[src/hw/cw_pkg.sv]
package cw_pkg;

   // Register map, 6-bit address space
   typedef enum logic [5:0] {
      REG_NONE          = 6'h00,  // Idle bus address
      REG_TRIG_CFG      = 6'h01,
      REG_TRIG_COUNT    = 6'h02,  // Read only
      REG_GLITCH_OFFSET = 6'h03,
      REG_GLITCH_WIDTH  = 6'h04,
      REG_GLITCH_CTRL   = 6'h05,  // Bit 0 is arm
      REG_IO_CTRL       = 6'h06
   } reg_addr_e;

   // Internal register bus, one access per cycle
   typedef struct packed {
      reg_addr_e   addr;
      logic [7:0]  wdata;
      logic        wr;   // Single-cycle write strobe
      logic        rd;   // Single-cycle read strobe
   } reg_bus_t;

   // Pin combine mode
   typedef enum logic [1:0] {
      TRIG_OR  = 2'b00,
      TRIG_AND = 2'b01
   } trig_mode_e;

   typedef struct packed {
      logic [1:0]  spare;
      trig_mode_e  mode;
      logic [3:0]  mask;  // Bit 0 is io1
   } trig_cfg_t;

   typedef struct packed {
      logic [3:0]  spare;
      logic        power_off;   // Drives target_npower
      logic        nrst_val;
      logic        nrst_en;
      logic        avrprog_en;  // Hand programming lines to host SPI
   } io_ctrl_t;

   typedef enum logic [1:0] {GL_IDLE, GL_DELAY, GL_PULSE} glitch_state_e;

endpackage

[src/hw/usb_reg_bridge.sv]
`timescale 1ns/1ps

module usb_reg_bridge (
   input  logic              clk_usb_buf,
   input  logic              rst_n_i,
   input  cw_pkg::reg_addr_e host_addr_i,
   input  logic [7:0]        host_wdata_i,
   input  logic              host_wr_i,
   input  logic              host_rd_i,
   input  logic [7:0]        rdata_i,     // OR of all block read data
   output cw_pkg::reg_bus_t  reg_bus_o,
   output logic [7:0]        host_rdata_o,
   output logic              host_rvalid_o
);
   import cw_pkg::*;

   reg_addr_e   addr_q;
   logic [7:0]  wdata_q;
   logic        wr_q;
   logic        rd_q;
   logic [7:0]  rdata_q;
   logic        rvalid_q;
   logic        access;

   assign access = host_wr_i | host_rd_i;

   // Address and data only move on an access
   always_ff @(posedge clk_usb_buf) begin
      if (access) begin
         addr_q  <= host_addr_i;
         wdata_q <= host_wdata_i;
      end
   end

   // Strobes last exactly one cycle on the bus
   always_ff @(posedge clk_usb_buf) begin
      if (!rst_n_i) begin
         wr_q <= 1'b0;
         rd_q <= 1'b0;
      end else begin
         wr_q <= host_wr_i;
         rd_q <= host_rd_i;
      end
   end

   assign reg_bus_o.addr  = addr_q;
   assign reg_bus_o.wdata = wdata_q;
   assign reg_bus_o.wr    = wr_q;
   assign reg_bus_o.rd    = rd_q;

   // Read data sampled while bus read strobe is up
   always_ff @(posedge clk_usb_buf) begin
      if (rd_q) rdata_q <= rdata_i;
   end

   // Valid is the bus read strobe one cycle later
   always_ff @(posedge clk_usb_buf) begin
      if (!rst_n_i) rvalid_q <= 1'b0;
      else          rvalid_q <= rd_q;
   end

   assign host_rdata_o  = rdata_q;
   assign host_rvalid_o = rvalid_q;

endmodule

[src/hw/reg_trigger.sv]
`timescale 1ns/1ps

module reg_trigger #(
   parameter int unsigned TRIG_SYNC_STAGES = 2
) (
   input  logic             clk_usb_buf,
   input  logic             rst_n_i,
   input  cw_pkg::reg_bus_t reg_bus_i,
   input  logic [3:0]       target_io_i,  // Async target pins io1..io4
   output logic [7:0]       rdata_o,
   output logic             trig_o
);
   import cw_pkg::*;

   trig_cfg_t   cfg_q;
   logic [3:0]  sync_q [TRIG_SYNC_STAGES];
   logic [3:0]  pins;
   logic [3:0]  masked;
   logic        combined;
   logic        trig_q;
   logic        trig_d1_q;   // Previous trig for edge detect
   logic [7:0]  count_q;
   logic        cfg_wr;

   assign cfg_wr = reg_bus_i.wr && (reg_bus_i.addr == REG_TRIG_CFG);

   always_ff @(posedge clk_usb_buf) begin
      if (!rst_n_i)    cfg_q <= '0;
      else if (cfg_wr) cfg_q <= trig_cfg_t'(reg_bus_i.wdata);
   end

   // Pin synchronizer chain
   always_ff @(posedge clk_usb_buf) begin
      if (!rst_n_i) begin
         for (int i = 0; i < TRIG_SYNC_STAGES; i++) sync_q[i] <= 4'b0;
      end else begin
         sync_q[0] <= target_io_i;
         for (int i = 1; i < TRIG_SYNC_STAGES; i++) sync_q[i] <= sync_q[i-1];
      end
   end

   assign pins   = sync_q[TRIG_SYNC_STAGES-1];
   assign masked = pins & cfg_q.mask;

   // AND needs every masked pin; empty mask never triggers
   always_comb begin
      if (cfg_q.mode == TRIG_AND)
         combined = (cfg_q.mask != 4'b0) && (masked == cfg_q.mask);
      else
         combined = |masked;  // Unused mode codes act as OR
   end

   always_ff @(posedge clk_usb_buf) begin
      if (!rst_n_i) begin
         trig_q    <= 1'b0;
         trig_d1_q <= 1'b0;
      end else begin
         trig_q    <= combined;
         trig_d1_q <= trig_q;
      end
   end

   // Rising-edge counter, saturates at 255
   always_ff @(posedge clk_usb_buf) begin
      if (!rst_n_i || cfg_wr)
         count_q <= 8'd0;
      else if (trig_q && !trig_d1_q && count_q != 8'hff)
         count_q <= count_q + 8'd1;
   end

   always_comb begin
      case (reg_bus_i.addr)
         REG_TRIG_CFG:   rdata_o = cfg_q;
         REG_TRIG_COUNT: rdata_o = count_q;
         default:        rdata_o = 8'd0;
      endcase
   end

   assign trig_o = trig_q;

endmodule

[src/hw/reg_glitch.sv]
`timescale 1ns/1ps

module reg_glitch (
   input  logic             clk_usb_buf,
   input  logic             rst_n_i,
   input  cw_pkg::reg_bus_t reg_bus_i,
   input  logic             trig_i,
   output logic [7:0]       rdata_o,
   output logic             glitch_o
);
   import cw_pkg::*;

   logic [7:0]     offset_q;
   logic [7:0]     width_q;
   logic           arm_q;
   logic           trig_prev_q;
   logic           trig_rise;
   glitch_state_e  state_q, state_d;
   logic [7:0]     cnt_q, cnt_d;   // Cycles left in current phase, minus one
   logic           pulse_done;
   logic           glitch_q;

   // Config registers
   always_ff @(posedge clk_usb_buf) begin
      if (!rst_n_i) begin
         offset_q <= 8'd0;
         width_q  <= 8'd0;
      end else if (reg_bus_i.wr) begin
         if (reg_bus_i.addr == REG_GLITCH_OFFSET) offset_q <= reg_bus_i.wdata;
         if (reg_bus_i.addr == REG_GLITCH_WIDTH)  width_q  <= reg_bus_i.wdata;
      end
   end

   // Arm is one-shot, dropped when the pulse finishes
   always_ff @(posedge clk_usb_buf) begin
      if (!rst_n_i)
         arm_q <= 1'b0;
      else if (reg_bus_i.wr && reg_bus_i.addr == REG_GLITCH_CTRL)
         arm_q <= reg_bus_i.wdata[0];
      else if (pulse_done)
         arm_q <= 1'b0;
   end

   assign trig_rise = trig_i && !trig_prev_q;

   always_comb begin
      state_d    = state_q;
      cnt_d      = cnt_q;
      pulse_done = 1'b0;
      case (state_q)
         GL_IDLE: begin
            // Zero width never fires, arm stays set
            if (trig_rise && arm_q && width_q != 8'd0) begin
               if (offset_q == 8'd0) begin
                  state_d = GL_PULSE;
                  cnt_d   = width_q - 8'd1;
               end else begin
                  state_d = GL_DELAY;
                  cnt_d   = offset_q - 8'd1;
               end
            end
         end
         GL_DELAY: begin
            if (cnt_q == 8'd0) begin
               state_d = GL_PULSE;
               cnt_d   = width_q - 8'd1;
            end else begin
               cnt_d = cnt_q - 8'd1;
            end
         end
         GL_PULSE: begin
            if (cnt_q == 8'd0) begin
               state_d    = GL_IDLE;
               pulse_done = 1'b1;
            end else begin
               cnt_d = cnt_q - 8'd1;
            end
         end
         default: state_d = GL_IDLE;
      endcase
   end

   always_ff @(posedge clk_usb_buf) begin
      if (!rst_n_i) begin
         state_q     <= GL_IDLE;
         cnt_q       <= 8'd0;
         trig_prev_q <= 1'b0;
         glitch_q    <= 1'b0;
      end else begin
         state_q     <= state_d;
         cnt_q       <= cnt_d;
         trig_prev_q <= trig_i;
         glitch_q    <= (state_d == GL_PULSE);  // Registered, no decode glitches
      end
   end

   always_comb begin
      case (reg_bus_i.addr)
         REG_GLITCH_OFFSET: rdata_o = offset_q;
         REG_GLITCH_WIDTH:  rdata_o = width_q;
         REG_GLITCH_CTRL:   rdata_o = {7'd0, arm_q};  // Live arm state
         default:           rdata_o = 8'd0;
      endcase
   end

   assign glitch_o = glitch_q;

endmodule

[src/hw/target_io_mux.sv]
`timescale 1ns/1ps

module target_io_mux (
   input  logic             clk_usb_buf,
   input  logic             rst_n_i,
   input  cw_pkg::reg_bus_t reg_bus_i,
   input  logic             spi_mosi_i,     // Host programming SPI
   input  logic             spi_sck_i,
   input  logic             treset_i,
   input  logic             target_miso_i,
   input  logic             ext_miso_i,     // External header MISO
   output logic [7:0]       rdata_o,
   output logic             target_nrst_o,
   output logic             target_nrst_oe_o,
   output logic             target_mosi_o,
   output logic             target_mosi_oe_o,
   output logic             target_sck_o,
   output logic             target_sck_oe_o,
   output logic             spi_miso_o,
   output logic             target_npower_o
);
   import cw_pkg::*;

   io_ctrl_t  io_q;
   logic      drive_ok;  // Pads float while target is unpowered

   always_ff @(posedge clk_usb_buf) begin
      if (!rst_n_i)
         io_q <= '0;
      else if (reg_bus_i.wr && reg_bus_i.addr == REG_IO_CTRL)
         io_q <= io_ctrl_t'(reg_bus_i.wdata);
   end

   assign drive_ok        = !io_q.power_off;
   assign target_npower_o = io_q.power_off;

   // Programmer owns nRST, else the register bits
   assign target_nrst_o    = io_q.avrprog_en ? treset_i : io_q.nrst_val;
   assign target_nrst_oe_o = drive_ok && (io_q.avrprog_en || io_q.nrst_en);

   assign target_mosi_o    = io_q.avrprog_en && spi_mosi_i;
   assign target_mosi_oe_o = drive_ok && io_q.avrprog_en;
   assign target_sck_o     = io_q.avrprog_en && spi_sck_i;
   assign target_sck_oe_o  = drive_ok && io_q.avrprog_en;

   assign spi_miso_o = io_q.avrprog_en ? target_miso_i : ext_miso_i;

   assign rdata_o = (reg_bus_i.addr == REG_IO_CTRL) ? io_q : 8'd0;

endmodule

[src/hw/cw_core_top.sv]
`timescale 1ns/1ps

module cw_core_top #(
   parameter int unsigned TRIG_SYNC_STAGES = 2  // Flops per trigger pin
) (
   input  logic              clk_usb_buf,
   input  logic              rst_n_i,
   input  cw_pkg::reg_addr_e host_addr_i,
   input  logic [7:0]        host_wdata_i,
   input  logic              host_wr_i,
   input  logic              host_rd_i,
   input  logic [3:0]        target_io_i,
   input  logic              spi_mosi_i,
   input  logic              spi_sck_i,
   input  logic              treset_i,
   input  logic              target_miso_i,
   input  logic              ext_miso_i,
   output logic [7:0]        host_rdata_o,
   output logic              host_rvalid_o,
   output logic              trigger_out_o,
   output logic              glitch_o,
   output logic              target_nrst_o,
   output logic              target_nrst_oe_o,
   output logic              target_mosi_o,
   output logic              target_mosi_oe_o,
   output logic              target_sck_o,
   output logic              target_sck_oe_o,
   output logic              spi_miso_o,
   output logic              target_npower_o
);
   import cw_pkg::*;

   reg_bus_t    reg_bus;
   logic [7:0]  rdata_trig, rdata_glitch, rdata_io;
   logic [7:0]  rdata_all;
   logic        trig;

   assign rdata_all     = rdata_trig | rdata_glitch | rdata_io;  // Unselected blocks give 0
   assign trigger_out_o = trig;

   usb_reg_bridge u_bridge (
      .clk_usb_buf   (clk_usb_buf),
      .rst_n_i       (rst_n_i),
      .host_addr_i   (host_addr_i),
      .host_wdata_i  (host_wdata_i),
      .host_wr_i     (host_wr_i),
      .host_rd_i     (host_rd_i),
      .rdata_i       (rdata_all),
      .reg_bus_o     (reg_bus),
      .host_rdata_o  (host_rdata_o),
      .host_rvalid_o (host_rvalid_o)
   );

   reg_trigger #(
      .TRIG_SYNC_STAGES (TRIG_SYNC_STAGES)
   ) u_trigger (
      .clk_usb_buf (clk_usb_buf),
      .rst_n_i     (rst_n_i),
      .reg_bus_i   (reg_bus),
      .target_io_i (target_io_i),
      .rdata_o     (rdata_trig),
      .trig_o      (trig)
   );

   reg_glitch u_glitch (
      .clk_usb_buf (clk_usb_buf),
      .rst_n_i     (rst_n_i),
      .reg_bus_i   (reg_bus),
      .trig_i      (trig),
      .rdata_o     (rdata_glitch),
      .glitch_o    (glitch_o)
   );

   target_io_mux u_io_mux (
      .clk_usb_buf      (clk_usb_buf),
      .rst_n_i          (rst_n_i),
      .reg_bus_i        (reg_bus),
      .spi_mosi_i       (spi_mosi_i),
      .spi_sck_i        (spi_sck_i),
      .treset_i         (treset_i),
      .target_miso_i    (target_miso_i),
      .ext_miso_i       (ext_miso_i),
      .rdata_o          (rdata_io),
      .target_nrst_o    (target_nrst_o),
      .target_nrst_oe_o (target_nrst_oe_o),
      .target_mosi_o    (target_mosi_o),
      .target_mosi_oe_o (target_mosi_oe_o),
      .target_sck_o     (target_sck_o),
      .target_sck_oe_o  (target_sck_oe_o),
      .spi_miso_o       (spi_miso_o),
      .target_npower_o  (target_npower_o)
   );

endmodule

[config.mk]
export PLATFORM = sky130hd
export DESIGN_NAME = cw_core_top
export DESIGN_NICKNAME = d
export VERILOG_FILES = /design/src/hw/cw_pkg.sv /design/src/hw/usb_reg_bridge.sv /design/src/hw/reg_trigger.sv /design/src/hw/reg_glitch.sv /design/src/hw/target_io_mux.sv /design/src/hw/cw_core_top.sv
export SDC_FILE = /design/constraint.sdc
export NUM_CORES = 1
export LEC_CHECK = 0
export BUFFER_PORTS_ARGS = -buffer_cell sky130_fd_sc_hd__buf_2
export CORE_MARGIN = 3
export CORE_UTILIZATION = 55
export CTS_BUF_LIST = sky130_fd_sc_hd__clkbuf_2 sky130_fd_sc_hd__clkbuf_4 sky130_fd_sc_hd__clkbuf_8
export DETAILED_ROUTE_END_ITERATION = 16
export PLACE_DENSITY = 0.8
export SETUP_SLACK_MARGIN = 0.15
export SLEW_MARGIN = 20
export SYNTH_ARGS = -nofsm -noshare
export SYNTH_HDL_FRONTEND = slang
export SYNTH_HIERARCHICAL = 1
export SYNTH_SLANG_ARGS = --single-unit
[constraint.sdc]
create_clock -name clk_usb_buf -period 2 [get_ports clk_usb_buf]
set_input_delay 0.4 -clock clk_usb_buf [delete_from_list [all_inputs] [get_ports clk_usb_buf]]
set_output_delay 0.4 -clock clk_usb_buf [all_outputs]
set_load 0.05 [all_outputs]
* Word level (Yosys, flattened, before mapping) *
Memories as Yosys holds them, arrays and structs flattened.
Index checks and enable logic that the tools add are counted.

word-level totals
  register bits after elaboration = 79
  memory bits (writable) = 8
  input port bits = 27
  output and inout port bits = 19
  word-level logic and storage cells = 100
  memories kept = 1

cells by class
  add/subtract/negate cells = 4
  eq/ne operators = 14
  multiplexer cells = 24
  bitwise operators = 6
  reductions and logical operators = 28

memories
  name              words  width  read ports  clocked after memory_dff  write ports  RTL line           source
  u_trigger.sync_q  2      4      2           0                         2            reg_trigger.sv:16  logic [3:0] sync_q [TRIG_SYNC_STAGES];

operators with widths
  operator             number
  $pmux 8 s3           2
  $mux 8               5
  $sub 8x1->8 const B  3
  $eq 6x3->1 const B   3
  $logic_not 8->1      2
  $or 8x8->8           2
  $pmux 8 s2           1
  $eq 6x2->1 const B   2
  $logic_and 1x1->1    12
  $mux 1               9
  $add 8x1->8 const B  1
  $mux 2               4
  $mux 4               2
  $ne 8x8->1 const B   1
  $reduce_bool 8->1    1
  $eq 6x1->1 const B   1
  $pmux 2 s3           1
  $and 4x4->4          1
  $eq 2x1->1 const B   2
  $eq 2x2->1 const B   2
  $eq 4x4->1           1
  $reduce_and 2->1     2
  $reduce_bool 4->1    1
  $reduce_or 4->1      1
  other kinds (9)      14

* Depth between registers and ports, before layout *
  word-level depth = 7
  gate-level depth with buffers = 7
  mapped depth without buffers = 7

* Cells and area by module *
The synthesis kept the hierarchy.

modules (own cells, without submodules)
  module          instances  cells each  area each (um2)  seq. area each (um2)
  reg_glitch      1          244         2,004.4          580.6
  reg_trigger     1          121         1,163.6          520.5
  usb_reg_bridge  1          31          762.0            720.7
  target_io_mux   1          54          474.2            160.2
  cw_core_top     1          8           50.0             0.0

* Least setup slack after synthesis *
OpenSTA, ideal clock, no wires.

  kind = register to output
  start point = reg u_io_mux.io_q, in the netlist u_io_mux/target_npower_o
  end point = out target_sck_oe_o
  arrival time = 1,628 ps
  required time = 1,600 ps
  path slack = -28 ps
  cell stages (with the launch flop) = 3
  path buffers = 1
  cells stage by stage = dfxtp_1 nor2b_1 buf_4

on the way
  cells in the longest elaborated chain, start to end = 2

ends and longest elaborated chain
  element                 RTL line             source
  start, declared         target_io_mux.sv:24  io_ctrl_t io_q;
  start signal, assigned  target_io_mux.sv:31  io_q <= io_ctrl_t'(reg_bus_i.wdata);
  $logic_not 1->1         target_io_mux.sv:34  assign drive_ok = !io_q.power_off;
  $logic_and 1x1->1       -
  end, declared           cw_core_top.sv:27    output logic target_sck_oe_o,

No other way between the ends.

* Final worst setup path *
  start point = reg u_bridge.addr_q[5]
  end point = reg u_bridge.rdata_q[2] (netlist: u_bridge/host_rdata_o[2]), data pin

on the way
  cells in the longest elaborated chain, start to end = 4
  elaborated cells on any way between the ends = 11

ends and longest elaborated chain
  element                                          RTL line              source
  start, declared                                  usb_reg_bridge.sv:17  reg_addr_e addr_q;
  start signal, assigned                           usb_reg_bridge.sv:30  addr_q <= host_addr_i;
  $eq 6x2->1 / $eq 6x1->1 (equally long branches)  reg_trigger.sv:72     case (reg_bus_i.addr)
  $pmux 8 s2 (*)                                   reg_trigger.sv:72
  named net rdata_trig[2]                          cw_core_top.sv:34     logic [7:0] rdata_trig, rdata_glitch, rdata_io;
  $or 8x8->8 (*) (2 in a row)                      cw_core_top.sv:38     assign rdata_all = rdata_trig | rdata_glitch | rdata_io;
  named net rdata_all[2]                           cw_core_top.sv:35     logic [7:0] rdata_all;
  end signal, assigned                             usb_reg_bridge.sv:53  if (rd_q) rdata_q <= rdata_i;
  end, declared                                    usb_reg_bridge.sv:21  logic [7:0] rdata_q;

The timed path passes the listed nets; every way through them passes the cells marked *.
A chain may end at the register's enable or synchronous reset.

==> results.rst <==
.. list-table::
   :header-rows: 1

   * - Metric
     - Value
   * - Setup CP Type
     - reg2reg
   * - Maximum level of the CTS H-tree
     - 3
   * - Clock tree from TritonCTS
     - done
   * - Count of maximum capacitance violations
     - 0
   * - DRC violation count after routing
     - 0
   * - Antenna-violating nets left
     - 0
   * - # hold bufs at CTS
     - 0
   * - Maximum buffer depth of the clock tree
     - 2
   * - Maximum frequency from static timing analysis
     - between 500 and 600 MHz
   * - Area added between synthesis and finish
     - 19.2%
   * - I/O Pins
     - between 40 and 50
   * - Total power divided by cell area
     - 627 mW/mm^2
   * - Fin. max-slew vios
     - 0
   * - Core region area
     - 0.00777 mm^2
   * - Via count
     - roughly 3.8k
   * - Peak supply drop
     - ~0.6 mV
   * - CP endpoint kind
     - register
   * - Die Span Y
     - 95.9 um
   * - Crit share post-route
     - 94.3%
   * - FF-to-FF setup slack
     - between 0.1 and 0.15 ns
   * - Total leakage power
     - between 2 and 2.5 nW
   * - Number of nets in the layout
     - around 570
   * - Summed negative setup slack over all endpoints
     - 0 ns
   * - Final HPWL from detailed placement
     - 7780 um
   * - Unrepaired setup endpoints after global routing
     - true
   * - Count of TritonRoute iterations in the first routing pass
     - 7
   * - Fin. Hold Viols
     - 0
   * - Worst relative slew slack
     - slightly above 50%
   * - Hold path start
     - host_addr_i[3]
   * - TritonCTS sink count
     - slightly below 90
   * - Port buffer count
     - 45
   * - Run status
     - finished, final reports clean
   * - Syn nets
     - roughly 490
   * - Routed wire length per instance
     - between 15 and 20 um
   * - Clock transition at the registers of the reported paths
     - 0.10 ns
   * - Die width
     - ~96 um
   * - Final weighted congestion in routability-driven placement
     - between 0.8 and 0.9
   * - Post-Syn Instances
     - around 460
   * - Total routing resource utilization after global routing
     - 24.7%
   * - Aggregate routed wire length
     - 11100 um
   * - Worst reg2reg path startpoint
     - u_bridge/addr_q[5]
   * - Die area
     - about 0.0092 mm^2
   * - Data required time at the worst endpoint
     - roughly 2.2 ns
   * - Proportion of layout cells with a drive suffix above 1
     - between 20% and 30%
   * - Pin slew with the least headroom to its limit
     - 0.730 ns
   * - Total standard cell area after synthesis
     - between 0.004 and 0.005 mm^2
   * - Global-route congestion overflow total
     - 0
   * - Setup-violating endpoint count in the final report
     - 0
   * - Std-Cell Rows
     - 32
   * - CTS Root Cell
     - clkbuf_8
   * - # placed instances
     - 606
   * - Category of the worst setup path launch point
     - register
   * - Via-to-Cell Ratio
     - ~6.0
   * - Worst setup skew after layout
     - approximately 0.01 ns
   * - Total clock buffers created by CTS
     - 9
   * - Time the worst path needs with I/O delays and setup
     - 1.89 ns
   * - Path type of the worst min-delay path
     - in2reg
   * - Data arrival time of the worst path
     - 2.13 ns
   * - Largest net degree at the start of global routing
     - 28
   * - Final standard cell count with taps included and fillers excluded
     - between 600 and 700
   * - Total of warnings raised by yosys
     - 6
   * - Clock latency on the worst-skew pair
     - between 0.3 and 0.4 ns
   * - Worst Path Max Fanout
     - 6
   * - Vias in the first global route
     - roughly 3.6k
   * - Launching element of the worst setup path
     - u_bridge/addr_q[5]
   * - Average instance area after synthesis
     - approximately 9.7 um^2
   * - Iter 0 DRT Violations
     - around 340
   * - Antenna diode count
     - 0
   * - First-pass GRT wire length
     - about 17000 um
   * - Initial Util
     - a little under three fifths
   * - Number of antenna violations at the first check in global routing
     - 0
[cell usage in the layout (no fill, tap or decap), types with 3 or more instances in the layout]
cell type and instances:
dfxtp_1 58, nand2_1 49, buf_2 45, buf_4 36, a21oi_1 27, and2_1 22, edfxtp_1 22, nand3_1 22
a22o_1 17, mux2i_1 17, inv_1 16, nor2_1 14, nor3_1 12, xnor2_1 11, o21ai_0 11, or3_1 10
clkbuf_8 9, nor2b_1 7, o221ai_1 7, ha_1 7, dfxtp_2 7, nor3b_1 6, a21boi_1 5, nand3b_1 4
and3_1 4, nand4_1 4, inv_6 3, nor4_2 3, nand2_2 3, a31oi_1 3, o21ai_1 3, xor2_1 3
buf_6 3, nor3b_4 3
[area by class of cell]
cell class                 instances  area (um^2)
fill                             603         2470
tap                              102          128
clock inverter                     7         60.1
inverter                          18         67.6
sequential                        88         1990
multi-input combinational        330         2380
timing repair buffer              85          549
clock buffer                       9          124
[flip-flops by register name (all words and copies together) (netlist names), 2 cells and up]
| register | count |
|---|---|
| u_bridge/host_rdata_o | 8 |
| u_bridge/wdata_q | 8 |
| u_glitch/cnt_q | 8 |
| u_glitch/offset_q | 8 |
| u_glitch/width_q | 8 |
| u_trigger/cfg_q | 8 |
| u_trigger/count_q | 8 |
| u_trigger/sync_q | 8 |
| u_io_mux/io_q | 7 |
| u_bridge/addr_q | 6 |
| u_glitch/state_q | 2 |
[worst max-delay path, stage by stage, from the launching register on]
cell      delay, ns
edfxtp_1       0.44
or4_4          0.61
nor3b_4        0.23
buf_4          0.18
a22o_1         0.18
or3_1          0.11
[through the flow]
step                area, um^2  worst slack [ns]  power, mW  utilization, %  hold WS (ns)
floorplan                 4450             0.151       2.06               -         0.412
global placement          4880            0.0676       2.14            62.8         0.416
detailed placement        4880            0.0343       2.14            62.8         0.419
CTS                       5150             0.131       3.32            66.3         0.192
global route              5300            0.0718       3.42            68.3         0.191
finish                    5300             0.114       3.33            68.3         0.203
[layer usage]
layer  vias up  track usage [%]  share of wire, %
met5         -                0                 0
met4         0             9.60               2.1
met3        19             5.55               6.8
met2       151             41.3                49
met1      1835             30.9                42
li1       1819                -                 -
[worst paths after layout]
kind,cells after the start,end
max,5,u_bridge/host_rdata_o[2]
min,1,u_bridge/addr_q[3]
min reg2reg,1,u_trigger/sync_q[0][6]
max reg2reg,5,u_bridge/host_rdata_o[2]
[power breakdown]
group	switching, mW	total, mW	leakage [nW]	internal, mW
Sequential	0.0537	1.92	0.759	1.87
Clock	0.715	1.20	0.0988	0.481
Combinational	0.122	0.209	1.24	0.0865
[what timing repair did]
action | 4_1_cts | 5_1_grt
hold endpoints to repair | 0 | 0
pin swaps | 7 | 20
endpoints found under the setup margin | 24 | 43
setup buffers | 8 | 9
gates resized for setup | 10 | 24
(Power assumes the default switching activity.)
